--- src/design/pipe_defines.svh ---
`ifndef PIPE_DEFINES_SVH
`define PIPE_DEFINES_SVH

// register number carried by a token
`define PIPE_REG_W      5

// token tag, sequential in program order
`define PIPE_TAG_W      8

// entries in the fetch queue
`define PIPE_FIFO_DEPTH 8

// extra execute cycles a divide occupies
`define PIPE_DIV_CYCLES 4

`endif

--- src/design/pipe_inst_pkg.sv ---
`include "pipe_defines.svh"

package pipe_inst_pkg;

    // what a token does, and so which hazard it can raise
    typedef enum logic [2:0] {
        op_alu,
        op_load,          // late result, load-use hazard
        op_div,           // multi-cycle in execute
        op_branch_taken,  // resolved in execute
        op_except         // raised in memory
    } op_kind_t;

    typedef logic [`PIPE_REG_W-1:0] reg_num_t;
    typedef logic [`PIPE_TAG_W-1:0] tag_t;

    typedef struct packed {
        tag_t     tag;
        op_kind_t op;
        reg_num_t rs;
        reg_num_t rt;
        logic     read_rs;
        logic     read_rt;
        reg_num_t waddr;    // zero means no destination
    } inst_t;

endpackage

--- src/design/pipe_stage_pkg.sv ---
package pipe_stage_pkg;

    import pipe_inst_pkg::*;

    // decode, execute and memory slot
    typedef struct packed {
        logic  valid;
        inst_t inst;
    } stage_slot_t;

    // writeback keeps only what retirement reports
    typedef struct packed {
        logic valid;
        tag_t tag;
        logic except;
    } retire_slot_t;

endpackage

--- src/design/div_stall_ctrl.sv ---
`timescale 1ns/1ns
`include "pipe_defines.svh"

module div_stall_ctrl import pipe_stage_pkg::*, pipe_inst_pkg::*; (
    input  logic        clk,
    input  logic        rst_n,
    input  stage_slot_t e_slot,
    output logic        alu_stall
);

    localparam int CNT_W = $clog2(`PIPE_DIV_CYCLES + 1);

    logic             e_is_div;
    logic             same_div;
    logic             busy;
    logic             start;
    logic             done;
    logic [CNT_W-1:0] cnt;
    tag_t             div_tag;

    assign e_is_div = e_slot.valid && (e_slot.inst.op == op_div);
    assign same_div = e_is_div && (e_slot.inst.tag == div_tag);  // still the counted divide
    assign busy     = (cnt != '0);
    assign start    = e_is_div && !(same_div && (busy || done));

    // first cycle, then while more than one count is left
    assign alu_stall = start || (same_div && (cnt > CNT_W'(1)));

    always_ff @(posedge clk or negedge rst_n) begin
        if (!rst_n) begin
            cnt     <= '0;
            done    <= 1'b0;
            div_tag <= '0;
        end else if (start) begin
            cnt     <= CNT_W'(`PIPE_DIV_CYCLES);
            done    <= 1'b0;
            div_tag <= e_slot.inst.tag;
        end else if (!same_div) begin
            cnt  <= '0;     // slot moved on or was flushed
            done <= 1'b0;
        end else if (busy) begin
            cnt  <= cnt - 1'b1;
            done <= (cnt == CNT_W'(1));
        end
    end

endmodule

--- src/design/inst_fifo.sv ---
`timescale 1ns/1ns
`include "pipe_defines.svh"

module inst_fifo import pipe_inst_pkg::*; (
    input  logic  clk,
    input  logic  rst_n,
    input  logic  push,
    input  inst_t push_inst,
    input  logic  pop,
    output inst_t head,
    output logic  empty,
    output logic  full
);

    localparam int DEPTH = `PIPE_FIFO_DEPTH;
    localparam int PTR_W = (DEPTH > 1) ? $clog2(DEPTH) : 1;

    inst_t            mem [DEPTH];
    logic [PTR_W-1:0] wr_ptr;
    logic [PTR_W-1:0] rd_ptr;
    logic [PTR_W:0]   count;
    logic             wr_en;
    logic             rd_en;

    assign wr_en = push && !full;
    assign rd_en = pop && !empty;

    assign empty = (count == '0);
    assign full  = (count == (PTR_W+1)'(DEPTH));
    assign head  = mem[rd_ptr];    // head seen before the pop

    // token storage
    always_ff @(posedge clk) begin
        if (wr_en) begin
            mem[wr_ptr] <= push_inst;
        end
    end

    always_ff @(posedge clk or negedge rst_n) begin
        if (!rst_n) begin
            wr_ptr <= '0;
            rd_ptr <= '0;
            count  <= '0;
        end else begin
            if (wr_en) begin
                wr_ptr <= (wr_ptr == PTR_W'(DEPTH - 1)) ? '0 : wr_ptr + 1'b1;
            end
            if (rd_en) begin
                rd_ptr <= (rd_ptr == PTR_W'(DEPTH - 1)) ? '0 : rd_ptr + 1'b1;
            end
            case ({wr_en, rd_en})
                2'b10:   count <= count + 1'b1;
                2'b01:   count <= count - 1'b1;
                default: count <= count;    // push and pop together
            endcase
        end
    end

endmodule

--- src/design/pipe_ctrl_top.sv ---
`timescale 1ns/1ns

module pipe_ctrl_top import pipe_inst_pkg::*, pipe_stage_pkg::*; (
    input  logic  clk,
    input  logic  rst_n,
    input  logic  push,
    input  inst_t push_inst,
    input  logic  mem_wait,
    output logic  full,
    output logic  retire_valid,
    output tag_t  retire_tag,
    output logic  retire_except
);

    inst_t        fifo_head;
    logic         fifo_empty;
    logic         fifo_pop;
    stage_slot_t  f_slot;
    stage_slot_t  d_q;
    stage_slot_t  e_q;
    stage_slot_t  m_q;
    retire_slot_t w_d;
    retire_slot_t w_q;
    logic         w_loaded;

    logic         f_ena;
    logic         d_ena;
    logic         e_ena;
    logic         m_ena;
    logic         w_ena;
    logic         d_flush;
    logic         e_flush;
    logic         m_flush;
    logic         w_flush;
    logic         fd_conflict_stall;

    logic         e_branch_taken;
    logic         e_mem_to_reg;
    reg_num_t     e_reg_waddr;
    logic         e_alu_stall;
    logic         m_except;

    // pop only into a decode register that takes it, or into a flush
    assign fifo_pop     = f_ena && (d_ena || fd_conflict_stall);
    assign f_slot.valid = !fifo_empty;
    assign f_slot.inst  = fifo_head;

    inst_fifo u_fifo (
        .clk       (clk),
        .rst_n     (rst_n),
        .push      (push),
        .push_inst (push_inst),
        .pop       (fifo_pop),
        .head      (fifo_head),
        .empty     (fifo_empty),
        .full      (full)
    );

    pipe_stage_reg #(.slot_t(stage_slot_t)) u_d_reg (
        .clk (clk), .rst_n (rst_n), .ena (d_ena), .flush (d_flush),
        .d   (f_slot), .q (d_q), .loaded ()
    );

    pipe_stage_reg #(.slot_t(stage_slot_t)) u_e_reg (
        .clk (clk), .rst_n (rst_n), .ena (e_ena), .flush (e_flush),
        .d   (d_q), .q (e_q), .loaded ()
    );

    pipe_stage_reg #(.slot_t(stage_slot_t)) u_m_reg (
        .clk (clk), .rst_n (rst_n), .ena (m_ena), .flush (m_flush),
        .d   (e_q), .q (m_q), .loaded ()
    );

    // memory slot reduced to what retirement needs
    assign w_d.valid  = m_q.valid;
    assign w_d.tag    = m_q.inst.tag;
    assign w_d.except = (m_q.inst.op == op_except);

    pipe_stage_reg #(.slot_t(retire_slot_t)) u_w_reg (
        .clk (clk), .rst_n (rst_n), .ena (w_ena), .flush (w_flush),
        .d   (w_d), .q (w_q), .loaded (w_loaded)
    );

    div_stall_ctrl u_div (
        .clk       (clk),
        .rst_n     (rst_n),
        .e_slot    (e_q),
        .alu_stall (e_alu_stall)
    );

    // events seen by the hazard unit
    assign e_branch_taken = e_q.valid && (e_q.inst.op == op_branch_taken);
    assign e_mem_to_reg   = e_q.valid && (e_q.inst.op == op_load);
    assign e_reg_waddr    = e_q.inst.waddr;
    assign m_except       = m_q.valid && (m_q.inst.op == op_except);

    pipe_hazard u_hazard (
        .i_stall           (fifo_empty),
        .d_stall           (mem_wait),
        .d_read_rs         (d_q.valid && d_q.inst.read_rs),
        .d_read_rt         (d_q.valid && d_q.inst.read_rt),
        .d_rs              (d_q.inst.rs),
        .d_rt              (d_q.inst.rt),
        .e_mem_to_reg      (e_mem_to_reg),
        .e_reg_waddr       (e_reg_waddr),
        .e_branch_taken    (e_branch_taken),
        .e_alu_stall       (e_alu_stall),
        .m_except          (m_except),
        .fd_conflict_stall (fd_conflict_stall),
        .fd_wait_stall     (),
        .f_ena             (f_ena),
        .d_ena             (d_ena),
        .e_ena             (e_ena),
        .m_ena             (m_ena),
        .w_ena             (w_ena),
        .d_flush           (d_flush),
        .e_flush           (e_flush),
        .m_flush           (m_flush),
        .w_flush           (w_flush)
    );

    // a held writeback slot does not retire again
    assign retire_valid  = w_q.valid && w_loaded;
    assign retire_tag    = w_q.tag;
    assign retire_except = retire_valid && w_q.except;

endmodule

--- src/design/pipe_hazard.sv ---
`timescale 1ns/1ns
`include "pipe_defines.svh"

module pipe_hazard (
    input  logic                   i_stall,        // fetch queue empty
    input  logic                   d_stall,        // data memory not ready
    input  logic                   d_read_rs,
    input  logic                   d_read_rt,
    input  logic [`PIPE_REG_W-1:0] d_rs,
    input  logic [`PIPE_REG_W-1:0] d_rt,
    input  logic                   e_mem_to_reg,
    input  logic [`PIPE_REG_W-1:0] e_reg_waddr,
    input  logic                   e_branch_taken,
    input  logic                   e_alu_stall,
    input  logic                   m_except,
    output logic                   fd_conflict_stall,
    output logic                   fd_wait_stall,
    output logic                   f_ena,
    output logic                   d_ena,
    output logic                   e_ena,
    output logic                   m_ena,
    output logic                   w_ena,
    output logic                   d_flush,
    output logic                   e_flush,
    output logic                   m_flush,
    output logic                   w_flush
);

    logic rs_hit;
    logic rt_hit;
    logic lw_stall;
    logic br_go;
    logic is_flush;
    logic longest_stall;
    logic exc_flush;
    logic br_flush;

    // load in execute feeding a source decode reads
    assign rs_hit   = d_read_rs && (d_rs == e_reg_waddr);
    assign rt_hit   = d_read_rt && (d_rt == e_reg_waddr);
    assign lw_stall = e_mem_to_reg && (|e_reg_waddr) && (rs_hit || rt_hit);

    // a branch only redirects once execute can move on
    assign br_go    = e_branch_taken && !(e_alu_stall || d_stall);
    assign is_flush = m_except || br_go;

    assign fd_conflict_stall = !i_stall && is_flush;
    assign fd_wait_stall     = i_stall && is_flush;   // wait for a token to discard
    assign longest_stall     = e_alu_stall || d_stall || fd_wait_stall;

    assign exc_flush = m_except && !fd_wait_stall;
    assign br_flush  = br_go && !fd_wait_stall;

    assign f_ena = !i_stall;
    assign d_ena = !(lw_stall || longest_stall);
    assign e_ena = !longest_stall;
    assign m_ena = !longest_stall;
    assign w_ena = !longest_stall || exc_flush;   // excepting token always retires

    assign d_flush = exc_flush || br_flush;
    assign e_flush = exc_flush || br_flush || (lw_stall && !longest_stall); // load-use bubble
    assign m_flush = exc_flush;
    assign w_flush = 1'b0;

endmodule

--- src/design/pipe_stage_reg.sv ---
`timescale 1ns/1ns

module pipe_stage_reg import pipe_stage_pkg::*; #(
    parameter type slot_t = stage_slot_t
) (
    input  logic  clk,
    input  logic  rst_n,
    input  logic  ena,
    input  logic  flush,
    input  slot_t d,
    output slot_t q,
    output logic  loaded
);

    // flush wins over a hold
    always_ff @(posedge clk or negedge rst_n) begin
        if (!rst_n) begin
            q      <= '0;
            loaded <= 1'b0;
        end else begin
            if (flush) begin
                q <= '0;          // bubble, valid clear
            end else if (ena) begin
                q <= d;
            end
            loaded <= flush || ena;   // new contents on this edge
        end
    end

endmodule

--- config.mk ---
export PLATFORM = sky130hd
export DESIGN_NAME = pipe_ctrl_top
export DESIGN_NICKNAME = d
export VERILOG_FILES = /design/src/design/pipe_inst_pkg.sv /design/src/design/pipe_stage_pkg.sv /design/src/design/div_stall_ctrl.sv /design/src/design/inst_fifo.sv /design/src/design/pipe_ctrl_top.sv /design/src/design/pipe_hazard.sv /design/src/design/pipe_stage_reg.sv
export VERILOG_INCLUDE_DIRS = /design/src /design/src/design
export SDC_FILE = /design/constraint.sdc
export NUM_CORES = 1
export LEC_CHECK = 0
export BUFFER_PORTS_ARGS = -buffer_cell sky130_fd_sc_hd__buf_2
export CELL_PAD_IN_SITES_DETAIL_PLACEMENT = 1
export CELL_PAD_IN_SITES_GLOBAL_PLACEMENT = 1
export CORE_ASPECT_RATIO = 0.8
export CORE_MARGIN = 1.5
export CORE_UTILIZATION = 50
export CTS_CLUSTER_DIAMETER = 150
export DETAILED_ROUTE_END_ITERATION = 6
export HOLD_SLACK_MARGIN = 0.06
export PLACE_DENSITY_LB_ADDON = 0.08
export SYNTH_ARGS = -nofsm -noshare
export SYNTH_HDL_FRONTEND = slang
export SYNTH_SLANG_ARGS = --single-unit
--- constraint.sdc ---
create_clock -name clk -period 5.4 [get_ports clk]
set_clock_uncertainty 0.05 [all_clocks]
set_input_delay 0.27 -clock clk [delete_from_list [all_inputs] [get_ports clk]]
set_output_delay 0.27 -clock clk [all_outputs]
set_load 0.01 [all_outputs]
# Yosys cells after proc, flatten, opt, wreduce, memory -nomap -nowiden
# Memory sizes are Yosys's and may differ from the RTL's.
# Index checks and enable logic that the tools add are counted.
# op_classes
n_mux,17
addsub,5
n_eq_ne,17
magnitude_cmp,1
reduce_logical,47
# ops
operator,n
$mux W29,6
$logic_and A1 B1 Y1,25
$mux W3,5
$logic_or A1 B1 Y1,11
$eq A5 B5 Y1,2
$eq A3 B3 Y1 const B,3
$eq A8 B8 Y1,1
$pmux W4 S2,1
$logic_not A1 Y1,7
$add A3 B1 Y3 const B,2
$eq A3 B1 Y1 const B,2
$eq A3 B2 Y1 const B,2
$ne A2 B2 Y1 const B,3
$mux W1,5
$reduce_or A5 Y1,1
$add A4 B1 Y4 const B,1
$eq A4 B4 Y1 const B,1
$logic_not A4 Y1,1
$sub A4 B1 Y4 const B,1
$gt A3 B1 Y1 const B,1
$ne A3 B3 Y1 const B,1
$reduce_bool A3 Y1,1
$sub A3 B1 Y3 const B,1
$eq A2 B1 Y1 const B,1
other kinds (2),2
# totals
mem_bits_rw,224
memories,1
ff_bits,103
input_bits,32
# memory_table
name,depth,width,read_ports,rd_ports_with_merged_regs,write_ports,line_no,text
u_fifo.mem,8,28,1,0,1,inst_fifo.sv:18,inst_t mem [DEPTH];

# Longest topological paths before layout
# Gate-level depths: netlist of the first run.
# logic_depth
word_depth,20
ltp_mapped,15

# By module
# A second synthesis of the first run with hierarchy kept.
# unflattened
cells_unflattened,816
hier_area_um2,14362.5
# modules_own_cells
module,n_inst,cells_per_inst,area_per_inst_um2,seq_area_each_um2
inst_fifo,1,394,9206.3,6976.7
pipe_stage_reg at u_d_reg ...,3,96,1239.9,750.7
div_stall_ctrl,1,57,711.9,300.3
pipe_stage_reg at u_w_reg,1,34,435.4,275.3
pipe_hazard,1,33,210.2,0.0
pipe_ctrl_top,1,10,78.8,0.0

# Worst setup path before layout of the first run
# Ideal clock, no wire load.
# synth_timing
kind,register to register
startpoint,register u_fifo.count[0]
endpoint,memory u_fifo.mem[0][0] in the netlist's numbering (enable)
period_less_slack_ns,3.999
slack_ns,1.401
required_time_ns,4.866
arrival_time_ns,3.465
path_stages_with_launch,5
n_path_buf,0
setup_ns,0.484
cell_sequence,dfrtp_1 -> nor3_1 -> nand2_1 -> nand2_1 -> nor4_1
# synth_via
elab_chain_len,5
# synth_rtl
element,line_no,text
from (decl),inst_fifo.sv:21,logic [PTR_W:0] count;
from (signal assigned),inst_fifo.sv:52,2'b10: count <= count + 1'b1;
from (signal assigned),inst_fifo.sv:53,2'b01: count <= count - 1'b1;
from (signal assigned),inst_fifo.sv:54,default: count <= count;
$eq A4 B4 Y1,inst_fifo.sv:29,assign full = (count == (PTR_W+1)'(DEPTH));
$logic_not A1 Y1,inst_fifo.sv:25,assign wr_en = push && !full;
$logic_and A1 B1 Y1,inst_fifo.sv:25,
$mux W1,inst_fifo.sv:34,if (wr_en) begin
$mux W1 (implied by the code),inst_fifo.sv:35,mem[wr_ptr] <= push_inst;
to (decl),inst_fifo.sv:18,
# No other way between the ends.

# Final worst setup path of the first run
# layout_timing
startpoint,register u_div.cnt[0]
endpoint,register u_fifo.count[3]
# layout_via
elab_chain_len,19
word_cells_on_any_way,24
# layout_rtl
element,line_no,text
from (decl),div_stall_ctrl.sv:18,logic [CNT_W-1:0] cnt;
from (signal assigned),div_stall_ctrl.sv:35,cnt <= CNT_W'(`PIPE_DIV_CYCLES);
from (signal assigned),div_stall_ctrl.sv:42,cnt <= cnt - 1'b1;
branches (longest 5 deep; another with $gt A3 B1 Y1),n/a,
$logic_or A1 B1 Y1 *,div_stall_ctrl.sv:27,assign alu_stall = start || (same_div && (cnt > CNT_W'(1)));
$logic_or A1 B1 Y1 *,"pipe_hazard.sv:44, pipe_hazard.sv:49",
$logic_not A1 Y1,pipe_hazard.sv:44,assign br_go = e_branch_taken && !(e_alu_stall || d_stall);
$logic_and A1 B1 Y1,pipe_hazard.sv:44,
$logic_or A1 B1 Y1,pipe_hazard.sv:45,assign is_flush = m_except || br_go;
$logic_and A1 B1 Y1,pipe_hazard.sv:48,assign fd_wait_stall = i_stall && is_flush;
$logic_or A1 B1 Y1,pipe_hazard.sv:49,assign longest_stall = e_alu_stall || d_stall || fd_wait_stall;
$logic_or A1 B1 Y1,pipe_hazard.sv:55,assign d_ena = !(lw_stall || longest_stall);
$logic_not A1 Y1,pipe_hazard.sv:55,
$logic_or A1 B1 Y1 *,pipe_ctrl_top.sv:44,assign fifo_pop = f_ena && (d_ena || fd_conflict_stall);
$logic_and A1 B1 Y1 *,pipe_ctrl_top.sv:44,
$logic_and A1 B1 Y1 *,inst_fifo.sv:26,assign rd_en = pop && !empty;
named net u_fifo.rd_en,inst_fifo.sv:23,logic rd_en;
$eq A2 B1 Y1 or $eq A2 B2 Y1 (tied branches),inst_fifo.sv:51,"case ({wr_en, rd_en})"
$pmux W4 S2 or $reduce_bool A2 Y1 (tied branches),n/a,
# Mark *: on every way through the listed nets, which the timed path passes.
# A chain may end at the register's enable or synchronous reset.

==> results of run 1 <==
## worst register-to-register path, stage by stage (launching register included)
cell	delay (ns)
dfrtp_1	0.41
inv_1	0.09
ha_1	0.24
nor2b_1	0.16
nor3_1	0.15
a41oi_1	0.25
a211oi_4	0.27
buf_4	0.50
o21ai_1	0.25
inv_1	0.10
ha_1	0.19
ha_1	0.24
a21o_1	0.17
a21oi_1	0.18
xnor2_1	0.16
nor2_1	0.08
xor2_1	0.14
## final timing paths
path | start | to
setup / recovery | u_div.cnt[0] | u_fifo.count[3]
hold / removal | push | u_fifo.wr_ptr[1]
setup reg to reg | u_div.cnt[0] | u_fifo.count[3]
hold reg to reg | u_w_reg.q[7] | u_w_reg.q[7]
max in group asynchronous | rst_n | u_fifo.rd_ptr[0]
min in group asynchronous | rst_n | u_fifo.count[2]
## final cells by class
| class | count | area, um^2 |
|---|---|---|
| fill | 2144 | 10200 |
| sequential | 315 | 9010 |
| multi-input combinational | 315 | 3260 |
| clock buffer | 40 | 810 |
| timing repair buffer | 88 | 637 |
| tap | 318 | 398 |
| clock inverter | 18 | 121 |
| inverter | 9 | 33.8 |
## Yosys cell counts (10+ instances only)
cell type and n:
buf_4 10, edfxtp_1 224, a211oi_1 30, nand2_1 11
mux2_2 20, xnor2_1 13, dfrtp_1 91, buf_2 14
a22o_1 17, xor2_1 10, ha_1 10, mux2i_1 41
nor2_1 53, mux4_2 56, clkbuf_1 14
## kinds of logic (layout without fill, tap and decap cells)
group,after synthesis,in the layout,synth area share [%]
compound gates,65,65,3.98
xor+xnor,23,23,1.62
flops,315,315,72.2
fa+ha+maj,11,11,1.16
simple gates,98,98,3.72
mux,118,118,15.3
buf+inv,50,155,2.01
## metrics by stage
| stage | utilization, % | power [W] | cell area (um^2) | cells | hold WS (ns) |
|---|---|---|---|---|---|
| after global routing | 58.4 | 0.00826 | 14300 | 1103 | 0.319 |
| final | 58.4 | 0.00783 | 14300 | 1103 | 0.286 |
| after global placement | 53.3 | 0.00580 | 13000 | 1014 | 0.0169 |
| after detailed placement | 53.3 | 0.00592 | 13000 | 1014 | 0.0189 |
| after CTS | 58.3 | 0.00793 | 14300 | 1102 | 0.286 |
| after floorplan | - | 0.00524 | 12500 | 680 | -0.0756 |
## power by group
part	internal (W)	switching (W)	leakage [nW]
clock network	0.00111	0.000893	0.454
logic	0.00108	0.00109	1.61
registers	0.00319	0.000460	3.13
## layer usage
metal | vias to the layer above | global-route usage, % | wire length (um)
met5 | - | 0 | 0
met4 | 0 | 4.56 | 483
met3 | 33 | 2.74 | 914
met2 | 104 | 34.5 | 12400
met1 | 3283 | 27.4 | 11100
li1 | 2819 | - | -
## flip-flops by register name (all words and copies together) (netlist names)
name and count:
u_d_reg.q 29, u_fifo.mem 224, u_fifo.rd_ptr 3, u_w_reg.loaded 1
u_w_reg.q 10, u_div.done 1, u_div.cnt 3, u_fifo.count 4
u_m_reg.q 12, u_fifo.wr_ptr 3, u_e_reg.q 17, u_div.div_tag 8
## what timing repair did
| action | in CTS | in global routing |
|---|---|---|
| endpoints found under the hold margin | 274 | 0 |
| hold buffers | 30 | 0 |
| resized for setup | 0 | 0 |
==> flow_summary.ini, run 1 <==
[outcome]
status = finished clean

[finish]
final_common_cell = edfxtp_1
area_growth_pct = 14.4
antenna_cells = 0
layout_common_cells = edfxtp_1 (224), dfrtp_1 (89), mux4_2 (56), nor2_1 (50)
drive_above_1_share_pct = 24.2
nets = 803

[global_routing]
grt_max_degree = 89
antenna_found_initial = 0
grt_pass1_wl_um = 39500
grt_pass1_vias = 6854
overflow = 0
grt.total_usage_pct = 20.0

[logic_synthesis]
synth-seq-area-share_pct = 72.2
syn_avg_cell_area_um2 = 18.3
synth_top_area_share_pct = 53.9
yosysWarnings = 0
mappedNetlistArea_um2 = 12500
synth_top_area_cell = edfxtp_1
netlist_instances = 680
synth_cell_types = 45
ys_async_sr_fraction_pct = 28.9
netlist_top_cells_area = edfxtp_1 (54%), dfrtp_1 (18%), mux4_2 (10%), mux2i_1 (3.3%), a211oi_1 (1.8%)
ys.flop_type = edfxtp_1
ys_seq_elements = 315
synth_fp_nets = 723
synth_edf_count = 224

[sta]
hold_viol = 0
period_share_pct = 69.7
fmax_mhz = 266
rsz0062_at_grt = no
period_needed_ns = 3.76
setup_ws_ns = 1.64
finalSetupTns_ns = 0
slew_headroom_pct = 27.0
worst_pin_slew_ns = 1.10
drv_slew = 0
setup_viol = 0

[hold_path]
holdPathStages = 4
min_path_type = in2reg

[die]
dieArea_um2 = 25900
core_area_um2 = 24400
die_x_um = 180
row_count = 51
start_util_pct = 51.0
fp.dieH_um = 144
io_pins = 43

[clock_tree]
cts.sinks = 315
ctsLongestPathBuffers = 3
clk_latency_ns = 0.56
htree_levels = 1
cts_tree = yes
cts_inserted_buffers = 31
cts_setup_buffers = 0
clk_pin_slew_ns = 0.06
clockRootBuffer = clkbuf_16

[power]
p_per_area_nw_per_um2 = 549
max-vdd-ir-drop_mv = 0.318
leakage_nw = 5.20

[placed_design]
pre_cts_ws_ns = 1.60
gp_congestion = 0.728
io_buffers = 42
dp.final_hpwl_um = 14200

[worst_setup_path]
required_ns = 5.79
worst_path_most_repeated_cell = ha_1
worst-path-max-fanout = 60
critPathSlowestCell = buf_4
arrival_ns = 4.15
ff2ff_path_depth = 16
cp_cell_sequence = inv_1 > ha_1 > nor2b_1 > nor3_1 > a41oi_1 > a211oi_4 > buf_4 > o21ai_1 > inv_1 > ha_1 > ha_1 > a21o_1 > a21oi_1 > xnor2_1 > nor2_1 > xor2_1
cpPeakStageDelay_ns = 0.50
worstSetupPathType = reg2reg
worst-path-stages = 16
endpoint_kind = flop
critPathLaunchType = flop
reg2reg_slack_ns = 1.64
crit_buf_inv = 3
cp_top_family = compound AO/OA/AOI/OAI gates

[job]
cap_violations = 0

[route]
wl_per_cell_um = 22.6
drt_first_pass_iters = 4
drtAntennaViolNets = 0
first_iter_violations = 488
drcViolationCount = 0
routed_wl_um = 24900
vias = 6239
viasPerCell = 5.66
(Power assumes the default switching activity.)
==> inputs of run 2 (changes only) <==
- clock period: 5.4 -> 3.8 ns (I/O delays scaled with it)
==> run 2 against run 1 <==
Effect of this change:
- worst hold slack worse by 0.063 ns
- sequential share of layout area down 0.43 points
- combinational power up 46%
- critical endpoint unchanged
- largest cell class unchanged
==> flow_summary.ini, run 2 (synthesis gave the netlist of run 1 again) <==
[outcome]
status = finished clean

[power]
max-vdd-ir-drop_mv = 0.397
leakage_nw = 5.25
p_per_area_nw_per_um2 = 790

[clock_tree]
cts_inserted_buffers = 31
clk_pin_slew_ns = 0.06
cts_tree = yes
cts_resized = 0
ctsLongestPathBuffers = 3
cts_hold_buf = 29
clockRootBuffer = clkbuf_16
cts.sinks = 315
cts_setup_buffers = 0
htree_levels = 1
clk_latency_ns = 0.55

[route]
wl_per_cell_um = 23.5
first_iter_violations = 361
drcViolationCount = 0
drtAntennaViolNets = 0
routed_wl_um = 26000
drt_first_pass_iters = 4
viasPerCell = 5.74
vias = 6345

[placed_design]
dp.final_hpwl_um = 15000
gp_congestion = 0.731
post-place-cells = 1020
pre_cts_ws_ns = 0.506
io_buffers = 42

[global_routing]
grt_max_degree = 61
overflow = 0
grt_pass1_vias = 6953
antenna_found_initial = 0
grt.total_usage_pct = 20.7
grt_pass1_wl_um = 40800

[die]
core_area_um2 = 24400
fp.dieH_um = 144
dieArea_um2 = 25900
io_pins = 43
die_x_um = 180
start_util_pct = 51.0
row_count = 51

[worst_setup_path]
cpPeakStageDelay_ns = 0.41
critPathLaunchType = flop
cp_top_family = compound AO/OA/AOI/OAI gates
arrival_ns = 3.70
endpoint_kind = flop
startpoint = u_div.cnt[1]
crit_buf_inv = 2
worst_path_most_repeated_cell = ha_1
required_ns = 4.18
timing.rr.start = u_div.cnt[1]
critPathSlowestCell = dfrtp_1
worst-path-max-fanout = 4
worstSetupPathType = reg2reg
cp_cell_sequence = inv_1 > ha_1 > nor2b_1 > nor3_1 > a41oi_1 > a211oi_4 > o21ai_1 > inv_1 > ha_1 > ha_1 > a21o_1 > a21oi_1 > xnor2_1 > nor2_1 > xor2_1

[sta]
setup_ws_ns = 0.478
worst_pin_slew_ns = 0.969
hold_viol = 0
slew_headroom_pct = 35.1
period_share_pct = 87.4
finalSetupTns_ns = 0
rsz0062_at_grt = no
period_needed_ns = 3.32
setup_viol = 0
drv_slew = 0
fmax_mhz = 301

[finish]
utilization_pct = 58.8
drive_above_1_share_pct = 24.9
top_register = u_fifo.mem
final_common_cell = edfxtp_1
layout.cells.non_filler = 1106
layout_common_cells = edfxtp_1 (224), dfrtp_1 (89), mux4_2 (56), nor2_1 (50)
largest_reg_flops = 224
reg.largest.list = u_fifo.mem x224, u_d_reg.q x29, u_e_reg.q x17
antenna_cells = 0
nets = 807
area_growth_pct = 15.2

[hold_path]
min_path_type = in2async

[job]
cap_violations = 0
run 2: changes by cell type in the layout (fill, tap and decap cells not counted), moves of 2 or more:
cell,previous run,this run
buf_4,16,22
clkbuf_1,9,5
bufinv_16,1,4
clkinv_2,6,3
clkinv_1,9,11
inv_6,0,2
run 2: per-stage QoR:
stage	instance area [um^2]	hold slack (ns)	total power, W
after floorplan	12500	-0.156	0.00744
after global placement	13100	0.258	0.00830
after detailed placement	13100	0.274	0.00845
after CTS	14400	0.209	0.0115
after global routing	14400	0.236	0.0119
final	14400	0.222	0.0114
run 2: final timing paths:
| path | slack (ns) | depth (start not counted) | end |
|---|---|---|---|
| setup / recovery | 0.48 | 15 | u_fifo.count[3] |
| hold / removal | 0.22 | 2 | u_fifo.wr_ptr[1] |
| setup reg to reg | 0.48 | 15 | u_fifo.count[3] |
| hold reg to reg | 0.44 | 1 | u_w_reg.q[7] |
| max in group asynchronous | 2.54 | 3 | u_e_reg.q[22] |
| min in group clk | 0.23 | 4 | u_fifo.wr_ptr[1] |
run 2: power by group:
| part | switching [W] | internal, W | total (W) |
|---|---|---|---|
| logic | 0.00162 | 0.00157 | 0.00319 |
| clock network | 0.00124 | 0.00176 | 0.00300 |
| registers | 0.000626 | 0.00454 | 0.00516 |
run 2: worst register-to-register path: cells and delay by family, from the launching register on:
family	cells	cell delay, ns
AO/OA/AOI/OAI	5	1.16
adder cells (fa/ha/maj)	3	0.76
flip-flops	1	0.41
AND/OR/NAND/NOR	3	0.34
XOR/XNOR	2	0.28
buffers and inverters	2	0.21
run 2: area by class of cell:
type,instances,area [um^2]
fillers,2164,10100
flip-flops and latches,315,9010
multi-input cells,315,3270
clock buffers,36,795
repair buffers,92,661
well taps,318,398
clock inverters,21,201
inverters,9,33.8
run 2: metal layers:
metal / part of all wire, % / GRT usage [%] / vias to the layer above / wire, um
met5: 0 / 0 / - / 0
met4: 1.6 / 3.99 / 0 / 404
met3: 3.7 / 2.85 / 31 / 960
met2: 49 / 35.3 / 115 / 12800
met1: 46 / 29.0 / 3373 / 11800
li1: - / - / 2826 / -
==> inputs of run 3 (changes only) <==
- CORE_UTILIZATION: 50 -> 48
- clock period: 3.8 -> 2.8 ns (I/O delays scaled with it)
==> run 3 against run 2 <==
Effect of this change:
- global-route usage fell by 0.81 points
- die area rose by 4.1%
- clock power rose by 25%
- critical endpoint unchanged
- core utilization fell by 1.4 points
- total power rose by 35%
- first-iteration DRC count fell by 5.8%
- critical path depth fell by 2
- routed wire length fell by 2.1%
- register-to-register slack got worse by 0.44 ns
- worst setup slack got worse by 0.44 ns
==> flow_summary.ini, run 3 (synthesis gave the netlist of run 1 again) <==
[outcome]
status = finished clean

[sta]
setup_viol = 0
setup_ws_ns = 0.0408
drv_slew = 0
worst_pin_slew_ns = 0.904
whs_ns = 0.0784
period_share_pct = 98.5
hold_viol = 0
fmax_mhz = 362
rsz0062_at_grt = yes
period_needed_ns = 2.76
slew_headroom_pct = 39.5

[die]
core_area_um2 = 25400
io_pins = 43
start_util_pct = 49.0
row_count = 52
die_x_um = 183
dieArea_um2 = 27000
fp.dieH_um = 147

[global_routing]
overflow = 0
grtUsageMet1_pct = 27.5
globalRouteMet2Util_pct = 33.9
grt.total_usage_pct = 19.9
antenna_found_initial = 0
grt_max_degree = 60
grtUsageMet3_pct = 2.70
grt_pass1_vias = 6919
grt.busiest_layer = met2
grt_pass1_wl_um = 40200

[worst_setup_path]
worst_path_most_repeated_cell = xor2_1
endpoint_kind = flop
crit_buf_inv = 1
critPathSlowestCell = dfrtp_1
critPathLaunchType = flop
arrival_ns = 3.15
required_ns = 3.19
cp_cell_sequence = xor2_1 > nor4_2 > a41oi_2 > a211oi_4 > o21ai_2 > inv_1 > ha_2 > ha_1 > a21o_1 > a21oi_2 > xnor2_1 > nor2_1 > xor2_1
reg2reg_slack_ns = 0.04
worstSetupPathType = reg2reg
cpPeakStageDelay_ns = 0.38
worst-path-max-fanout = 2
cp_top_family = compound AO/OA/AOI/OAI gates

[route]
first_iter_violations = 340
drcViolationCount = 0
viasPerCell = 5.48
routed_wl_um = 25400
wl_per_cell_um = 22.0
drt_first_pass_iters = 4
drtAntennaViolNets = 0
vias = 6325

[clock_tree]
clockRootBuffer = clkbuf_16
cts_inserted_buffers = 30
htree_levels = 1
clk_latency_ns = 0.57
cts.sinks = 315
ctsLongestPathBuffers = 3
cts_tree = yes
clk_pin_slew_ns = 0.06

[finish]
final_common_cell = edfxtp_1
fillers = 2245
area_growth_pct = 17.1
nets = 824
antenna_cells = 0
multi_input_area_um2 = 3330
seq_area_um2 = 9010
final_cell_area_um2 = 14600
layout.cells.non_filler = 1155
top_register = u_fifo.mem
drive_above_1_share_pct = 28.0
reg.largest.list = u_fifo.mem x224, u_d_reg.q x29, u_e_reg.q x17
layout_common_cells = edfxtp_1 (224), dfrtp_1 (89), mux4_2 (56), nor2_1 (50)
largest_reg_flops = 224

[power]
p_per_area_nw_per_um2 = 1050
power.total_w = 0.0153
max-vdd-ir-drop_mv = 0.615
leakage_nw = 5.35

[placed_design]
io_buffers = 42
gp_congestion = 0.746
dpl_cell_area_um2 = 13300
dp.final_hpwl_um = 15000
pre_cts_ws_ns = -0.105
post-place-cells = 1070

[job]
cap_violations = 0

[hold_path]
min_path_type = in2reg
-- run 3: changes by cell type in the layout (fill, tap and decap cells not counted), moves of 2 or more --
cell,before,now
buf_4,22,34
buf_12,0,6
clkinv_1,11,6
bufinv_16,4,0
clkinv_2,3,7
a21oi_1,3,1
a21oi_2,0,2
clkbuf_1,5,7
ha_1,10,8
inv_6,2,0
nor3_1,5,3
-- run 3: worst register-to-register path: cells and delay by family (launching register included) --
kind	cells	cell delay, ns
buf+inv	1	0.07
simple gates	2	0.45
flops	1	0.38
compound gates	5	0.87
fa+ha+maj	2	0.39
xor+xnor	3	0.44
-- run 3: where the power goes --
| part | internal, W | switching [W] |
|---|---|---|
| clock network | 0.00207 | 0.00168 |
| registers | 0.00616 | 0.000716 |
| logic | 0.00232 | 0.00237 |
-- run 3: stage by stage --
step           utilization (%)  setup TNS, ns
2_1_floorplan                -         -39.99
3_3_place_gp              52.4        -0.0140
3_5_place_dp              52.4         -0.135
4_1_cts                   57.4              0
5_1_grt                   57.4          -1.02
6_report                  57.4              0
-- run 3: worst paths after layout --
path | startpoint | to | cells after the start
setup / recovery | u_div.div_tag[5] | u_fifo.count[3] | 13
hold / removal | push | u_fifo.count[0] | 4
setup reg to reg | u_div.div_tag[5] | u_fifo.count[3] | 13
hold reg to reg | u_w_reg.q[7] | u_w_reg.q[7] | 1
max in group asynchronous | rst_n | u_d_reg.q[20] | 3
min in group asynchronous | rst_n | u_fifo.count[0] | 2
-- run 3: cell type report --
type	instances	share of cell area, %
sequential	315	61.7
inverter	9	0.231
clock buffer	40	5.64
clock inverter	15	0.660
timing repair buffer	110	5.96
multi-input combinational	315	22.8
tap	351	3.01
-- run 3: routing by layer --
| metal | wire length (um) | vias to the layer above | part of all wire [%] |
|---|---|---|---|
| li1 | - | 2858 | - |
| met1 | 11600 | 3346 | 45 |
| met2 | 12700 | 89 | 50 |
| met3 | 668 | 32 | 2.6 |
| met4 | 487 | 0 | 1.9 |
| met5 | 0 | - | 0 |
-- run 3: repair_timing --
action                     CTS  global route
hold buffers                29             0
hold endpoints to repair   269             0
gates resized for setup      7             3
setup endpoints to repair    2            19
buffers inserted             1             0
pin swaps                    1             2
